## config.mk

```make
export PLATFORM = sky130hd
export DESIGN_NAME = pim_conv_top
export DESIGN_NICKNAME = d
export VERILOG_FILES = /design/src/conv_pim_pkg.sv /design/src/pim_conv_top.sv /design/src/axil_conv_regs.sv /design/src/conv5x5_pim.sv /design/src/pim_macro.sv
export SDC_FILE = /design/constraint.sdc
export NUM_CORES = 2
export LEC_CHECK = 0
export BUFFER_PORTS_ARGS = -buffer_cell sky130_fd_sc_hd__buf_2
export CORE_MARGIN = 3
export CORE_UTILIZATION = 55
export CTS_CLUSTER_SIZE = 28
export DETAILED_ROUTE_END_ITERATION = 7
export HOLD_SLACK_MARGIN = 0.02
export PLACE_DENSITY = 0.78
export SETUP_SLACK_MARGIN = 0.5
export SLEW_MARGIN = 5
export SYNTH_ARGS = -nofsm -noshare
export SYNTH_HDL_FRONTEND = slang
export SYNTH_SLANG_ARGS = --single-unit
```

## constraint.sdc

```tcl
create_clock -name clk -period 15.9 [get_ports clk]
set_input_delay 1.59 -clock clk [delete_from_list [all_inputs] [get_ports clk]]
set_output_delay 1.59 -clock clk [all_outputs]
set_load 0.01 [all_outputs]
```

## src/conv_pim_pkg.sv

```systemverilog
// Sizes, register map and pixel type of the PIM convolution engine, imported by RTL and testbench
package conv_pim_pkg;

	// Data sizes
	localparam int pix_bits = 6;
	localparam int slice_bits = 3;
	localparam int taps = 25;
	localparam int kernel_count = 4;
	localparam int kernel_sel_bits = 2;
	localparam int win_words = 7;
	localparam int macro_out_bits = 11;
	localparam int result_bits = 18;
	localparam int window_bits = taps * pix_bits;
	localparam int slice_vec_bits = taps * slice_bits;
	localparam int tap_bits = 5;

	// Four pixels per 32-bit word, one per byte lane
	localparam int lanes = 4;
	localparam int lane_bits = 2;
	localparam int word_sel_bits = 3;
	localparam int weight_data_bits = lanes * pix_bits;

	// AXI4-Lite
	localparam int axi_addr_bits = 12;
	localparam int axi_data_bits = 32;
	localparam int axi_strb_bits = axi_data_bits / 8;
	localparam logic [1:0] resp_okay = 2'b00;
	localparam logic [1:0] resp_slverr = 2'b10;

	// Register byte offsets
	localparam logic [axi_addr_bits-1:0] reg_ctrl = 12'h000;
	localparam logic [axi_addr_bits-1:0] reg_status = 12'h004;
	localparam logic [axi_addr_bits-1:0] reg_result = 12'h008;
	localparam logic [axi_addr_bits-1:0] reg_window_base = 12'h040;
	localparam logic [axi_addr_bits-1:0] reg_kernel_base = 12'h100;
	localparam int kernel_stride = 32;

	// Field positions
	localparam int ctrl_start_bit = 0;
	localparam int ctrl_sel_lsb = 8;
	localparam int status_busy_bit = 0;
	localparam int status_done_bit = 1;

	// Address decode results
	localparam int region_bits = 3;
	localparam logic [region_bits-1:0] region_none = 3'd0;
	localparam logic [region_bits-1:0] region_ctrl = 3'd1;
	localparam logic [region_bits-1:0] region_status = 3'd2;
	localparam logic [region_bits-1:0] region_result = 3'd3;
	localparam logic [region_bits-1:0] region_window = 3'd4;
	localparam logic [region_bits-1:0] region_kernel = 3'd5;

	// A pixel or weight, seen whole or as hi/lo slices
	typedef union packed {
		logic [pix_bits-1:0] value;
		struct packed {
			logic [slice_bits-1:0] hi;
			logic [slice_bits-1:0] lo;
		} slices;
	} pixel_u;

endpackage
```

## src/pim_conv_top.sv

```systemverilog
`timescale 1ns/1ps
// Top level of the PIM convolution engine, an AXI4-Lite register block driving the conv core
module pim_conv_top import conv_pim_pkg::*;
(
	input  logic                     clk,
	input  logic                     rst,
	input  logic [axi_addr_bits-1:0] awaddr,
	input  logic                     awvalid,
	output logic                     awready,
	input  logic [axi_data_bits-1:0] wdata,
	input  logic [axi_strb_bits-1:0] wstrb,
	input  logic                     wvalid,
	output logic                     wready,
	output logic [1:0]               bresp,
	output logic                     bvalid,
	input  logic                     bready,
	input  logic [axi_addr_bits-1:0] araddr,
	input  logic                     arvalid,
	output logic                     arready,
	output logic [axi_data_bits-1:0] rdata,
	output logic [1:0]               rresp,
	output logic                     rvalid,
	input  logic                     rready
);

	logic [window_bits-1:0]      window;
	logic [kernel_sel_bits-1:0]  kernel_sel;
	logic                        start;
	logic                        weight_we;
	logic [kernel_sel_bits-1:0]  weight_kernel;
	logic [word_sel_bits-1:0]    weight_word;
	logic [weight_data_bits-1:0] weight_data;
	logic [lanes-1:0]            weight_lanes;
	logic [result_bits-1:0]      result;
	logic                        result_valid;

	axil_conv_regs u_regs (
		.clk(clk), .rst(rst),
		.awaddr(awaddr), .awvalid(awvalid), .awready(awready),
		.wdata(wdata), .wstrb(wstrb), .wvalid(wvalid), .wready(wready),
		.bresp(bresp), .bvalid(bvalid), .bready(bready),
		.araddr(araddr), .arvalid(arvalid), .arready(arready),
		.rdata(rdata), .rresp(rresp), .rvalid(rvalid), .rready(rready),
		.window(window), .kernel_sel(kernel_sel), .start(start),
		.weight_we(weight_we), .weight_kernel(weight_kernel), .weight_word(weight_word),
		.weight_data(weight_data), .weight_lanes(weight_lanes),
		.result(result), .result_valid(result_valid)
	);

	conv5x5_pim u_conv (
		.clk(clk), .rst(rst),
		.window(window), .kernel_sel(kernel_sel), .start(start),
		.weight_we(weight_we), .weight_kernel(weight_kernel), .weight_word(weight_word),
		.weight_data(weight_data), .weight_lanes(weight_lanes),
		.result(result), .result_valid(result_valid)
	);

endmodule

```

## src/axil_conv_regs.sv

```systemverilog
`timescale 1ns/1ps
// AXI4-Lite slave with window, control, status and result registers; forwards kernel writes
module axil_conv_regs import conv_pim_pkg::*;
(
	input  logic                        clk,
	input  logic                        rst,
	input  logic [axi_addr_bits-1:0]    awaddr,
	input  logic                        awvalid,
	output logic                        awready,
	input  logic [axi_data_bits-1:0]    wdata,
	input  logic [axi_strb_bits-1:0]    wstrb,
	input  logic                        wvalid,
	output logic                        wready,
	output logic [1:0]                  bresp,
	output logic                        bvalid,
	input  logic                        bready,
	input  logic [axi_addr_bits-1:0]    araddr,
	input  logic                        arvalid,
	output logic                        arready,
	output logic [axi_data_bits-1:0]    rdata,
	output logic [1:0]                  rresp,
	output logic                        rvalid,
	input  logic                        rready,
	output logic [window_bits-1:0]      window,
	output logic [kernel_sel_bits-1:0]  kernel_sel,
	output logic                        start,
	output logic                        weight_we,
	output logic [kernel_sel_bits-1:0]  weight_kernel,
	output logic [word_sel_bits-1:0]    weight_word,
	output logic [weight_data_bits-1:0] weight_data,
	output logic [lanes-1:0]            weight_lanes,
	input  logic [result_bits-1:0]      result,
	input  logic                        result_valid
);

	logic                     aw_held;
	logic                     w_held;
	logic [axi_addr_bits-1:0] aw_addr_q;
	logic [axi_data_bits-1:0] w_data_q;
	logic [axi_strb_bits-1:0] w_strb_q;
	logic                     wr_fire;

	logic [region_bits-1:0]   wr_region;
	logic [region_bits-1:0]   rd_region;
	logic [axi_addr_bits-1:0] wr_win_off;
	logic [axi_addr_bits-1:0] wr_ker_off;
	logic [axi_addr_bits-1:0] rd_win_off;
	logic [word_sel_bits-1:0] wr_win_word;
	logic [word_sel_bits-1:0] rd_win_word;
	logic [axi_data_bits-1:0] rd_data;

	pixel_u                   win_pix [taps];
	logic                     busy;
	logic                     done;
	logic [result_bits-1:0]   result_q;

	function automatic logic [region_bits-1:0] decode_region(input logic [axi_addr_bits-1:0] addr);
		logic [axi_addr_bits-1:0] win_off;
		logic [axi_addr_bits-1:0] ker_off;
		win_off = addr - reg_window_base;
		ker_off = addr - reg_kernel_base;
		if (addr[axi_addr_bits-1:2] == reg_ctrl[axi_addr_bits-1:2])
		begin
			return region_ctrl;
		end
		if (addr[axi_addr_bits-1:2] == reg_status[axi_addr_bits-1:2])
		begin
			return region_status;
		end
		if (addr[axi_addr_bits-1:2] == reg_result[axi_addr_bits-1:2])
		begin
			return region_result;
		end
		// Offsets below the base wrap high and fall out of range
		if (win_off < win_words * 4)
		begin
			return region_window;
		end
		if (ker_off < kernel_count * kernel_stride)
		begin
			return region_kernel;
		end
		return region_none;
	endfunction

	assign wr_region   = decode_region(aw_addr_q);
	assign rd_region   = decode_region(araddr);
	assign wr_win_off  = aw_addr_q - reg_window_base;
	assign wr_ker_off  = aw_addr_q - reg_kernel_base;
	assign rd_win_off  = araddr - reg_window_base;
	assign wr_win_word = wr_win_off[2 +: word_sel_bits];
	assign rd_win_word = rd_win_off[2 +: word_sel_bits];

	// Write takes effect once both channels are in, as bvalid rises
	assign wr_fire = aw_held && w_held && !bvalid;

	always_ff @(posedge clk)
	begin
		if (rst)
		begin
			awready <= 1'b0;
			wready <= 1'b0;
			aw_held <= 1'b0;
			w_held <= 1'b0;
			bvalid <= 1'b0;
		end
		else
		begin
			if (awvalid && awready)
			begin
				aw_held <= 1'b1;
				awready <= 1'b0;
			end
			else if (!aw_held)
			begin
				awready <= 1'b1;
			end
			if (wvalid && wready)
			begin
				w_held <= 1'b1;
				wready <= 1'b0;
			end
			else if (!w_held)
			begin
				wready <= 1'b1;
			end
			if (wr_fire)
			begin
				bvalid <= 1'b1;
			end
			else if (bvalid && bready)
			begin
				bvalid <= 1'b0;
				aw_held <= 1'b0;
				w_held <= 1'b0;
			end
		end
	end

	always_ff @(posedge clk)
	begin
		if (awvalid && awready)
		begin
			aw_addr_q <= awaddr;
		end
		if (wvalid && wready)
		begin
			w_data_q <= wdata;
			w_strb_q <= wstrb;
		end
		if (wr_fire)
		begin
			bresp <= (wr_region == region_none) ? resp_slverr : resp_okay;
		end
	end

	always_ff @(posedge clk)
	begin
		if (rst)
		begin
			kernel_sel <= '0;
			start <= 1'b0;
			weight_we <= 1'b0;
			busy <= 1'b0;
			done <= 1'b0;
			result_q <= '0;
			for (int t = 0; t < taps; t++)
			begin
				win_pix[t] <= '0;
			end
		end
		else
		begin
			start <= 1'b0;
			weight_we <= 1'b0;
			if (wr_fire && wr_region == region_ctrl)
			begin
				if (w_strb_q[ctrl_start_bit / 8] && w_data_q[ctrl_start_bit])
				begin
					start <= 1'b1;
				end
				if (w_strb_q[ctrl_sel_lsb / 8])
				begin
					kernel_sel <= w_data_q[ctrl_sel_lsb +: kernel_sel_bits];
				end
			end
			if (wr_fire && wr_region == region_window)
			begin
				for (int t = 0; t < taps; t++)
				begin
					if (t / lanes == wr_win_word && w_strb_q[t % lanes])
					begin
						win_pix[t].value <= w_data_q[(t % lanes)*8 +: pix_bits];
					end
				end
			end
			if (wr_fire && wr_region == region_kernel)
			begin
				weight_we <= 1'b1;
			end
			if (result_valid)
			begin
				result_q <= result;
				busy <= 1'b0;
				done <= 1'b1;
			end
			// A new start overrides a finishing one
			if (start)
			begin
				busy <= 1'b1;
				done <= 1'b0;
			end
		end
	end

	always_ff @(posedge clk)
	begin
		if (wr_fire && wr_region == region_kernel)
		begin
			weight_kernel <= wr_ker_off[$clog2(kernel_stride) +: kernel_sel_bits];
			weight_word <= wr_ker_off[2 +: word_sel_bits];
			weight_lanes <= w_strb_q;
			for (int i = 0; i < lanes; i++)
			begin
				weight_data[i*pix_bits +: pix_bits] <= w_data_q[i*8 +: pix_bits];
			end
		end
	end

	always_comb
	begin
		for (int t = 0; t < taps; t++)
		begin
			window[t*pix_bits +: pix_bits] = win_pix[t].value;
		end
	end

	// Read mux, kernel region reads as zero
	always_comb
	begin
		rd_data = '0;
		case (rd_region)
			region_ctrl:
			begin
				rd_data[ctrl_sel_lsb +: kernel_sel_bits] = kernel_sel;
			end
			region_status:
			begin
				rd_data[status_busy_bit] = busy;
				rd_data[status_done_bit] = done;
			end
			region_result:
			begin
				rd_data[result_bits-1:0] = result_q;
			end
			region_window:
			begin
				for (int t = 0; t < taps; t++)
				begin
					if (t / lanes == rd_win_word)
					begin
						rd_data[(t % lanes)*8 +: pix_bits] = win_pix[t].value;
					end
				end
			end
			default:
			begin
				rd_data = '0;
			end
		endcase
	end

	always_ff @(posedge clk)
	begin
		if (rst)
		begin
			arready <= 1'b0;
			rvalid <= 1'b0;
		end
		else if (arvalid && arready)
		begin
			arready <= 1'b0;
			rvalid <= 1'b1;
		end
		else
		begin
			if (!rvalid)
			begin
				arready <= 1'b1;
			end
			if (rvalid && rready)
			begin
				rvalid <= 1'b0;
			end
		end
	end

	always_ff @(posedge clk)
	begin
		if (arvalid && arready)
		begin
			rdata <= rd_data;
			rresp <= (rd_region == region_none) ? resp_slverr : resp_okay;
		end
	end

endmodule

```

## src/conv5x5_pim.sv

```systemverilog
`timescale 1ns/1ps
// 5x5 convolution from four slice macros (HH, HL, LH, LL) and a shift-add combiner
module conv5x5_pim import conv_pim_pkg::*;
(
	input  logic                        clk,
	input  logic                        rst,
	input  logic [window_bits-1:0]      window,
	input  logic [kernel_sel_bits-1:0]  kernel_sel,
	input  logic                        start,
	input  logic                        weight_we,
	input  logic [kernel_sel_bits-1:0]  weight_kernel,
	input  logic [word_sel_bits-1:0]    weight_word,
	input  logic [weight_data_bits-1:0] weight_data,
	input  logic [lanes-1:0]            weight_lanes,
	output logic [result_bits-1:0]      result,
	output logic                        result_valid
);

	pixel_u win_pix [taps];
	logic [slice_vec_bits-1:0] in_hi;
	logic [slice_vec_bits-1:0] in_lo;

	logic                        seq_active;
	logic [lane_bits-1:0]        seq_lane;
	logic [kernel_sel_bits-1:0]  hold_kernel;
	logic [word_sel_bits-1:0]    hold_word;
	logic [weight_data_bits-1:0] hold_data;
	logic [lanes-1:0]            hold_lanes;

	logic [lane_bits-1:0]        wr_lane;
	logic [kernel_sel_bits-1:0]  wr_kernel;
	logic [word_sel_bits-1:0]    wr_word;
	logic [weight_data_bits-1:0] wr_data;
	logic [lanes-1:0]            wr_lanes;
	logic [tap_bits-1:0]         wr_tap;
	logic                        wr_en;
	pixel_u                      wr_weight;

	logic [macro_out_bits-1:0] dot_hh;
	logic [macro_out_bits-1:0] dot_hl;
	logic [macro_out_bits-1:0] dot_lh;
	logic [macro_out_bits-1:0] dot_ll;
	logic start_q;

	// Input slice vectors
	always_comb
	begin
		for (int t = 0; t < taps; t++)
		begin
			win_pix[t] = window[t*pix_bits +: pix_bits];
			in_hi[t*slice_bits +: slice_bits] = win_pix[t].slices.hi;
			in_lo[t*slice_bits +: slice_bits] = win_pix[t].slices.lo;
		end
	end

	// Macros take one tap per cycle: lane 0 goes straight through,
	// lanes 1 to 3 are replayed from the held word
	assign wr_lane   = weight_we ? '0 : seq_lane;
	assign wr_kernel = weight_we ? weight_kernel : hold_kernel;
	assign wr_word   = weight_we ? weight_word : hold_word;
	assign wr_data   = weight_we ? weight_data : hold_data;
	assign wr_lanes  = weight_we ? weight_lanes : hold_lanes;
	assign wr_tap    = {wr_word, wr_lane};
	assign wr_weight = wr_data[wr_lane*pix_bits +: pix_bits];
	assign wr_en     = (weight_we || seq_active) && wr_lanes[wr_lane] && (wr_tap < taps);

	always_ff @(posedge clk)
	begin
		if (rst)
		begin
			seq_active <= 1'b0;
			seq_lane <= '0;
		end
		else if (weight_we)
		begin
			seq_active <= 1'b1;
			seq_lane <= lane_bits'(1);
		end
		else if (seq_active)
		begin
			seq_lane <= seq_lane + 1'b1;
			if (seq_lane == lane_bits'(lanes - 1))
			begin
				seq_active <= 1'b0;
			end
		end
	end

	always_ff @(posedge clk)
	begin
		if (weight_we)
		begin
			hold_kernel <= weight_kernel;
			hold_word <= weight_word;
			hold_data <= weight_data;
			hold_lanes <= weight_lanes;
		end
	end

	pim_macro macro_hh (
		.clk(clk), .rst(rst), .we(wr_en), .wr_kernel(wr_kernel), .wr_tap(wr_tap),
		.wr_slice(wr_weight.slices.hi), .kernel_sel(kernel_sel), .start(start),
		.in_slices(in_hi), .dot(dot_hh)
	);

	pim_macro macro_hl (
		.clk(clk), .rst(rst), .we(wr_en), .wr_kernel(wr_kernel), .wr_tap(wr_tap),
		.wr_slice(wr_weight.slices.lo), .kernel_sel(kernel_sel), .start(start),
		.in_slices(in_hi), .dot(dot_hl)
	);

	pim_macro macro_lh (
		.clk(clk), .rst(rst), .we(wr_en), .wr_kernel(wr_kernel), .wr_tap(wr_tap),
		.wr_slice(wr_weight.slices.hi), .kernel_sel(kernel_sel), .start(start),
		.in_slices(in_lo), .dot(dot_lh)
	);

	pim_macro macro_ll (
		.clk(clk), .rst(rst), .we(wr_en), .wr_kernel(wr_kernel), .wr_tap(wr_tap),
		.wr_slice(wr_weight.slices.lo), .kernel_sel(kernel_sel), .start(start),
		.in_slices(in_lo), .dot(dot_ll)
	);

	always_ff @(posedge clk)
	begin
		if (rst)
		begin
			start_q <= 1'b0;
			result_valid <= 1'b0;
		end
		else
		begin
			start_q <= start;
			result_valid <= start_q;
		end
	end

	// (8h + l)(8h' + l') = 64hh' + 8(hl' + lh') + ll'
	always_ff @(posedge clk)
	begin
		if (start_q)
		begin
			result <= (result_bits'(dot_hh) << (2 * slice_bits))
				+ (result_bits'(dot_hl) << slice_bits)
				+ (result_bits'(dot_lh) << slice_bits)
				+ result_bits'(dot_ll);
		end
	end

endmodule

```

## src/pim_macro.sv

```systemverilog
`timescale 1ns/1ps
// One PIM crossbar holding 3-bit weight slices of four kernels; registers a slice dot product on start
module pim_macro import conv_pim_pkg::*;
(
	input  logic                       clk,
	input  logic                       rst,
	input  logic                       we,
	input  logic [kernel_sel_bits-1:0] wr_kernel,
	input  logic [tap_bits-1:0]        wr_tap,
	input  logic [slice_bits-1:0]      wr_slice,
	input  logic [kernel_sel_bits-1:0] kernel_sel,
	input  logic                       start,
	input  logic [slice_vec_bits-1:0]  in_slices,
	output logic [macro_out_bits-1:0]  dot
);

	// One row per kernel, one cell per tap
	logic [slice_bits-1:0] cells [kernel_count][taps];
	logic [macro_out_bits-1:0] col_sum;

	always_ff @(posedge clk)
	begin
		if (rst)
		begin
			for (int k = 0; k < kernel_count; k++)
			begin
				for (int t = 0; t < taps; t++)
				begin
					cells[k][t] <= '0;
				end
			end
		end
		else if (we)
		begin
			cells[wr_kernel][wr_tap] <= wr_slice;
		end
	end

	// Column accumulate of the selected row
	always_comb
	begin
		col_sum = '0;
		for (int t = 0; t < taps; t++)
		begin
			col_sum = col_sum + in_slices[t*slice_bits +: slice_bits] * cells[kernel_sel][t];
		end
	end

	always_ff @(posedge clk)
	begin
		if (start)
		begin
			dot <= col_sum;
		end
	end

endmodule

```

Word level (Yosys, flattened, before mapping)

Memory sizes are Yosys's and may differ from the RTL's. A register that Yosys moved wholly into a read port is not among the register bits.
Index checks and enable logic that the tools add are counted.

Register bits after elaboration: 242
Memory bits (writable): 1350
Memories kept: 5

Memories:

| memory                | words | bits a word | read ports | clocked after Yosys merged registers in | wr ports | RTL line             | text |
|---|---|---|---|---|---|---|---|
| u_conv.macro_hh.cells | 4     | 75          | 1          | 1                                       | 4        | pim_macro.sv:18      | `logic [slice_bits-1:0] cells [kernel_count][taps];` |
| u_conv.macro_hl.cells | 4     | 75          | 1          | 1                                       | 4        | pim_macro.sv:18      |  |
| u_conv.macro_lh.cells | 4     | 75          | 1          | 1                                       | 4        | pim_macro.sv:18      |  |
| u_conv.macro_ll.cells | 4     | 75          | 1          | 1                                       | 4        | pim_macro.sv:18      |  |
| u_regs.win_pix        | 25    | 6           | 25         | 0                                       | 25       | axil_conv_regs.sv:52 | `pixel_u win_pix [taps];` |

Add/subtract/negate cells: 104
Multiply operators: 101
$lt $le $gt $ge: 8
Equality and inequality tests: 24
Shift-type cells: 1
Multiplexer cells: 260
Bitwise operators: 27
Reduce and logical (&&, ||, !) cells: 62

Operators with widths:

| cell                                                 | count |
|---|---|
| adder 11 x 6 -> 11 bit                               | 76 |
| 2-to-1 mux 75 bit                                    | 9 |
| multiplier 3 x 3 -> 6 bit                            | 100 |
| 2-to-1 mux 6 bit                                     | 50 |
| OR reduction 75 bit                                  | 4 |
| 2-to-1 mux 1 bit                                     | 154 |
| 2-to-1 mux 3 bit                                     | 22 |
| adder 10 x 6 -> 11 bit                               | 4 |
| adder 9 x 6 -> 10 bit                                | 4 |
| logical AND 1 bit                                    | 39 |
| adder 8 x 6 -> 9 bit                                 | 4 |
| adder 7 x 6 -> 8 bit                                 | 4 |
| 2-to-1 mux 2 bit                                     | 16 |
| adder 6 x 6 -> 7 bit                                 | 4 |
| OR 1 bit                                             | 25 |
| < comparator 12 x 5 -> 1 bit, second input constant  | 2 |
| < comparator 12 x 8 -> 1 bit, second input constant  | 2 |
| 2-to-1 mux 24 bit                                    | 1 |
| variable part select 24 x 6 -> 6 bit                 | 1 |
| subtractor 12 x 7 -> 12 bit, second input constant   | 2 |
| subtractor 12 x 9 -> 12 bit, second input constant   | 2 |
| equality test 10 x 1 -> 1 bit, second input constant | 2 |
| equality test 10 x 2 -> 1 bit, second input constant | 2 |
| logical NOT 10 bit                                   | 2 |
| other kinds (30)                                     | 56 |

Logic depth before layout (Yosys ltp)

An unclocked memory read counts as a cell.

Depth in word-level cells: 26
Gate-level depth with buffers: 31

Cells and area by module

A second synthesis with hierarchy kept.

Cell total of the unflattened synthesis: 8479
Area, all modules: 102607.2 um^2

By module, submodules not included:

| module                      | instances | cells each | area an instance (um^2) | sequential area each (um^2) |
|---|---|---|---|---|
| pim_macro (u_conv.macro_hh) | 1         | 1847       | 22093.7                 | 9339.0 |
| pim_macro (u_conv.macro_ll) | 1         | 1817       | 22032.4                 | 9339.0 |
| pim_macro (u_conv.macro_lh) | 1         | 1802       | 21883.5                 | 9339.0 |
| pim_macro (u_conv.macro_hl) | 1         | 1896       | 21882.2                 | 9339.0 |
| axil_conv_regs              | 1         | 849        | 11643.7                 | 8157.8 |
| conv5x5_pim                 | 1         | 268        | 3071.7                  | 1301.2 |

Least setup slack after synthesis

OpenSTA, ideal clock, no wires.

Kind: register -> register
From: reg with a tool-made name
To: reg u_conv.macro_hh.dot[9] (data pin)
Library setup time: 0.135 ns
Arrival: 8.328 ns
Data required time: 15.765 ns
Slack: 7.436 ns
Cell stages (with the launch flop): 30
Buffers on the path: 3
Cell sequence: dfxtp_1 clkbuf_1 clkbuf_1 buf_2 mux4_2 and2_1 fa_1 fa_1 inv_1 fa_1 inv_1 fa_1 inv_1 fa_1 inv_1 fa_1 fa_1 fa_1 fa_1 inv_1 fa_1 inv_1 ha_1 inv_1 fa_1 nor2b_1 o21ai_0 a21boi_0 or4b_2 nand3_1

RTL lines:

| item                   | RTL line        | text |
|---|---|---|
| end signal: assignment | pim_macro.sv:53 | `dot <= col_sum;` |
| end: declaration       | pim_macro.sv:14 | `output logic [macro_out_bits-1:0] dot` |

==> flow_summary.json <==
{
  "cts_resized": 0,
  "wirelength_um": 241000,
  "gr-usage-met3": 0.107,
  "critPathRequiredTime_ns": 16.32,
  "setup_slack_ns": 5.43,
  "cp-start-kind": "flop",
  "fin_tns_setup_ns": 0,
  "hold_buffers": 0,
  "grt_pass1_wl_um": 342000,
  "timing.final.crit_share": 0.658,
  "drtPass1Iterations": 8,
  "hold_depth": 0,
  "ctsLongestPathBuffers": 3,
  "cts.sinks": 984,
  "wl_per_cell_um": 29.6,
  "fillCellCount": 10600,
  "timing.hold.ws_ns": 0.418,
  "yosysWarnings": 0,
  "seq_area_frac_synth": 0.386,
  "busiest_layer": "met2",
  "overflow": 0,
  "die_area_mm2": 0.140,
  "synth_edf_count": 913,
  "ys_seq_elements": 984,
  "vdd_drop_max_mv": 0.557,
  "grt_max_degree": 109,
  "syn_to_final_growth_pct": 6.88,
  "gp_congestion": 1.04,
  "dpl_worst_slack_ns": 5.45,
  "layout_common_cells": "1,080 x inv_1, 913 x edfxtp_1, 849 x fa_1",
  "grt_pass1_vias": 49500,
  "maxCapViolations": 0,
  "dpl_cell_area_mm2": 0.0766,
  "synth_cell_type_count": 73,
  "syn_area_per_cell_um2": 11.9,
  "max_stage_delay_ns": 0.94,
  "syn_area_mm2": 0.0747,
  "period_minus_slack_ns": 10.47,
  "clk_pin_slew_ns": 0.06,
  "hold_path_class": "flop to flop",
  "power.density_mw_per_mm2": 154,
  "io_buffer_count": 89,
  "path_common_cell": "fa_1",
  "route.vias.total": 48900,
  "cts_setup_buffers": 0,
  "dp_cells": 7942,
  "insertion_delay_ns": 0.75,
  "critPathMaxFanout": 108,
  "die_h_um": 375,
  "cts_tree": "done",
  "pin_count": 108,
  "drc": 0,
  "die_w_um": 375,
  "drt-initial-drc-count": 6618,
  "relSlewSlack": 0.135,
  "antenna_found_initial": 25,
  "cts_max_level": 3,
  "worst-slew-pin-transition_ns": 1.30,
  "cp_slowest_cell": "dfxtp_4",
  "ant_nets": 0,
  "clockRootBuffer": "clkbuf_16",
  "grt_usage": 0.346,
  "power_leakage_nw": 34.2,
  "hp-start": "u_conv.macro_ll.dot[1]$_DFFE_PP_",
  "layout_commonest_cell": "inv_1",
  "core_mm2": 0.134,
  "met1_usage": 0.449,
  "critPathCaptureType": "flop",
  "arrival_ns": 10.89,
  "synth_top_flop_cell": "edfxtp_1",
  "initial_core_util": 0.557,
  "hold_viol": 0,
  "via_per_inst": 6.01,
  "hpwl_um": 192000,
  "drive_above_1_share": 0.0787,
  "fmax_mhz": 95.5,
  "final_cells": 8134,
  "rows": 134,
  "use_met2": 0.516,
  "worstSetupPathType": "flop to flop",
  "rr_worst_depth": 25,
  "final_max_slew_viol_count": 0,
  "synth_cells": 6264,
  "nets": 7735,
  "cts_made_buffers": 97,
  "finalSetupViolations": 0,
  "final.setup_skew_ns": 0.0709,
  "rsz0062_at_grt": "false",
  "design_area_mm2": 0.0798,
  "ys_async_sr_fraction": 0,
  "status": "finished, final reports clean"
}
==> routing by layer <==
metal / vias to the layer above / part of all wire
met5: - / 0.00012
met1: 24700 / 0.35
met2: 3187 / 0.44
li1: 20400 / -
met4: 4 / 0.073
met3: 629 / 0.13
==> worst max-delay path, delay by kind of cell, from the launching register on <==
family	cells	cell delay, ns
simple gates	4	0.66
fa+ha+maj	12	6.08
buf+inv	6	1.01
flops	1	0.94
compound gates	2	0.45
mux	1	0.76
==> path summary, 6_finish.rpt <==
path,slack (ns),end
setup / recovery,5.43,u_conv.macro_ll.dot[9]$_DFFE_PP_
hold / removal,0.42,u_conv.result[1]$_DFFE_PP_
setup reg to reg,5.43,u_conv.macro_ll.dot[9]$_DFFE_PP_
hold reg to reg,0.42,u_conv.result[1]$_DFFE_PP_
==> cell usage after synthesis (3+ instances only) <==
| cell | n | area, um^2 |
|---|---|---|
| o22a_1 | 4 | 35.0 |
| a21boi_0 | 5 | 37.5 |
| or4_1 | 3 | 22.5 |
| nor4_1 | 3 | 18.8 |
| buf_6 | 11 | 124 |
| nor2_1 | 622 | 2330 |
| o21a_1 | 11 | 82.6 |
| dfxtp_1 | 71 | 1420 |
| fa_1 | 849 | 17000 |
| nand2b_1 | 72 | 450 |
| buf_1 | 4 | 15.0 |
| nand3b_1 | 3 | 22.5 |
| nor2b_1 | 19 | 119 |
| o211ai_1 | 6 | 45.0 |
| and3_1 | 3 | 18.8 |
| nor3b_1 | 3 | 22.5 |
| nand3_1 | 46 | 230 |
| a221oi_1 | 3 | 26.3 |
| nand2_2 | 6 | 37.5 |
| nor3_1 | 226 | 1130 |
| edfxtp_1 | 913 | 27400 |
| mux4_2 | 170 | 3830 |
| ha_1 | 546 | 6830 |
| a22oi_1 | 5 | 37.5 |
| a21o_1 | 14 | 105 |
| buf_2 | 96 | 480 |
| nand2_4 | 5 | 56.3 |
| mux2_2 | 34 | 383 |
| mux2i_1 | 62 | 621 |
| nand2_1 | 354 | 1330 |
| a21oi_1 | 39 | 195 |
| and2_1 | 675 | 4220 |
| xnor2_1 | 24 | 210 |
| o21bai_1 | 84 | 631 |
| xor2_1 | 3 | 26.3 |
| o22ai_1 | 3 | 18.8 |
| clkbuf_1 | 84 | 315 |
| o21ai_0 | 38 | 190 |
| inv_1 | 1080 | 4050 |
| buf_4 | 19 | 143 |
| o41ai_1 | 5 | 43.8 |
==> cell families (layout without fill, tap and decap cells) <==
group / count (synthesis) / after routing / share of synthesized area
AND/OR/NAND/NOR: 2052 / 2052 / 0.136
adder cells (fa/ha/maj): 1396 / 1396 / 0.319
buffers and inverters: 1295 / 1382 / 0.0687
flip-flops: 984 / 984 / 0.386
multiplexers: 266 / 266 / 0.0647
AO/OA/AOI/OAI: 243 / 243 / 0.0226
XOR/XNOR: 27 / 27 / 0.00317
other: 1 / 16 / 0.0000502
==> per-stage QoR <==
step                      power, mW   util
after global routing           13.3  0.595
final                          12.3  0.595
after global placement         9.84  0.571
after CTS                      12.4  0.595
after floorplan                7.98      -
after detailed placement       10.0  0.571
==> area by class of cell <==
class / instances / area (um^2) / share of cell area
multi-input cells: 3990 / 40800 / 0.511
clock buffers: 121 / 2610 / 0.0327
clock inverters: 61 / 606 / 0.00759
diodes: 10 / 25.0 / 0.000313
repair buffers: 119 / 689 / 0.00864
flip-flops and latches: 984 / 28800 / 0.361
inverters: 1081 / 4060 / 0.0508
well taps: 1768 / 2210 / 0.0277
==> flip-flops by register name, indices dropped and copies added (netlist names), 3 cells and up, named ones only <==
| name | cells |
|---|---|
| u_regs.win_pix | 150 |
| u_conv.macro_ll.dot | 11 |
| u_conv.result | 18 |
| u_conv.macro_hl.dot | 11 |
| u_regs.aw_addr_q | 10 |
| u_regs.rdata | 28 |
| u_conv.macro_ll.cells | 120 |
| u_conv.hold_data | 24 |
| u_regs.result_q | 18 |
| u_conv.macro_lh.cells | 198 |
| u_conv.macro_hh.cells | 102 |
| u_conv.macro_lh.dot | 11 |
| u_regs.weight_lanes | 4 |
| u_conv.hold_lanes | 4 |
| u_conv.macro_hl.cells | 180 |
| u_regs.w_data_q | 24 |
| u_conv.hold_word | 3 |
| u_regs.weight_word | 3 |
| u_regs.weight_data | 24 |
| u_conv.macro_hh.dot | 11 |
| u_regs.w_strb_q | 4 |
==> power by group <==
| part | internal, mW | switching [mW] | total, mW | leakage [nW] |
|---|---|---|---|---|
| clock | 1.29 | 1.05 | 2.34 | 1.56 |
| combinational | 2.82 | 3.78 | 6.60 | 22.8 |
| sequential | 3.27 | 0.0880 | 3.36 | 9.78 |
| total | 7.38 | 4.92 | 12.3 | 34.2 |
Note: power is estimated with default switching activity, not from simulation.
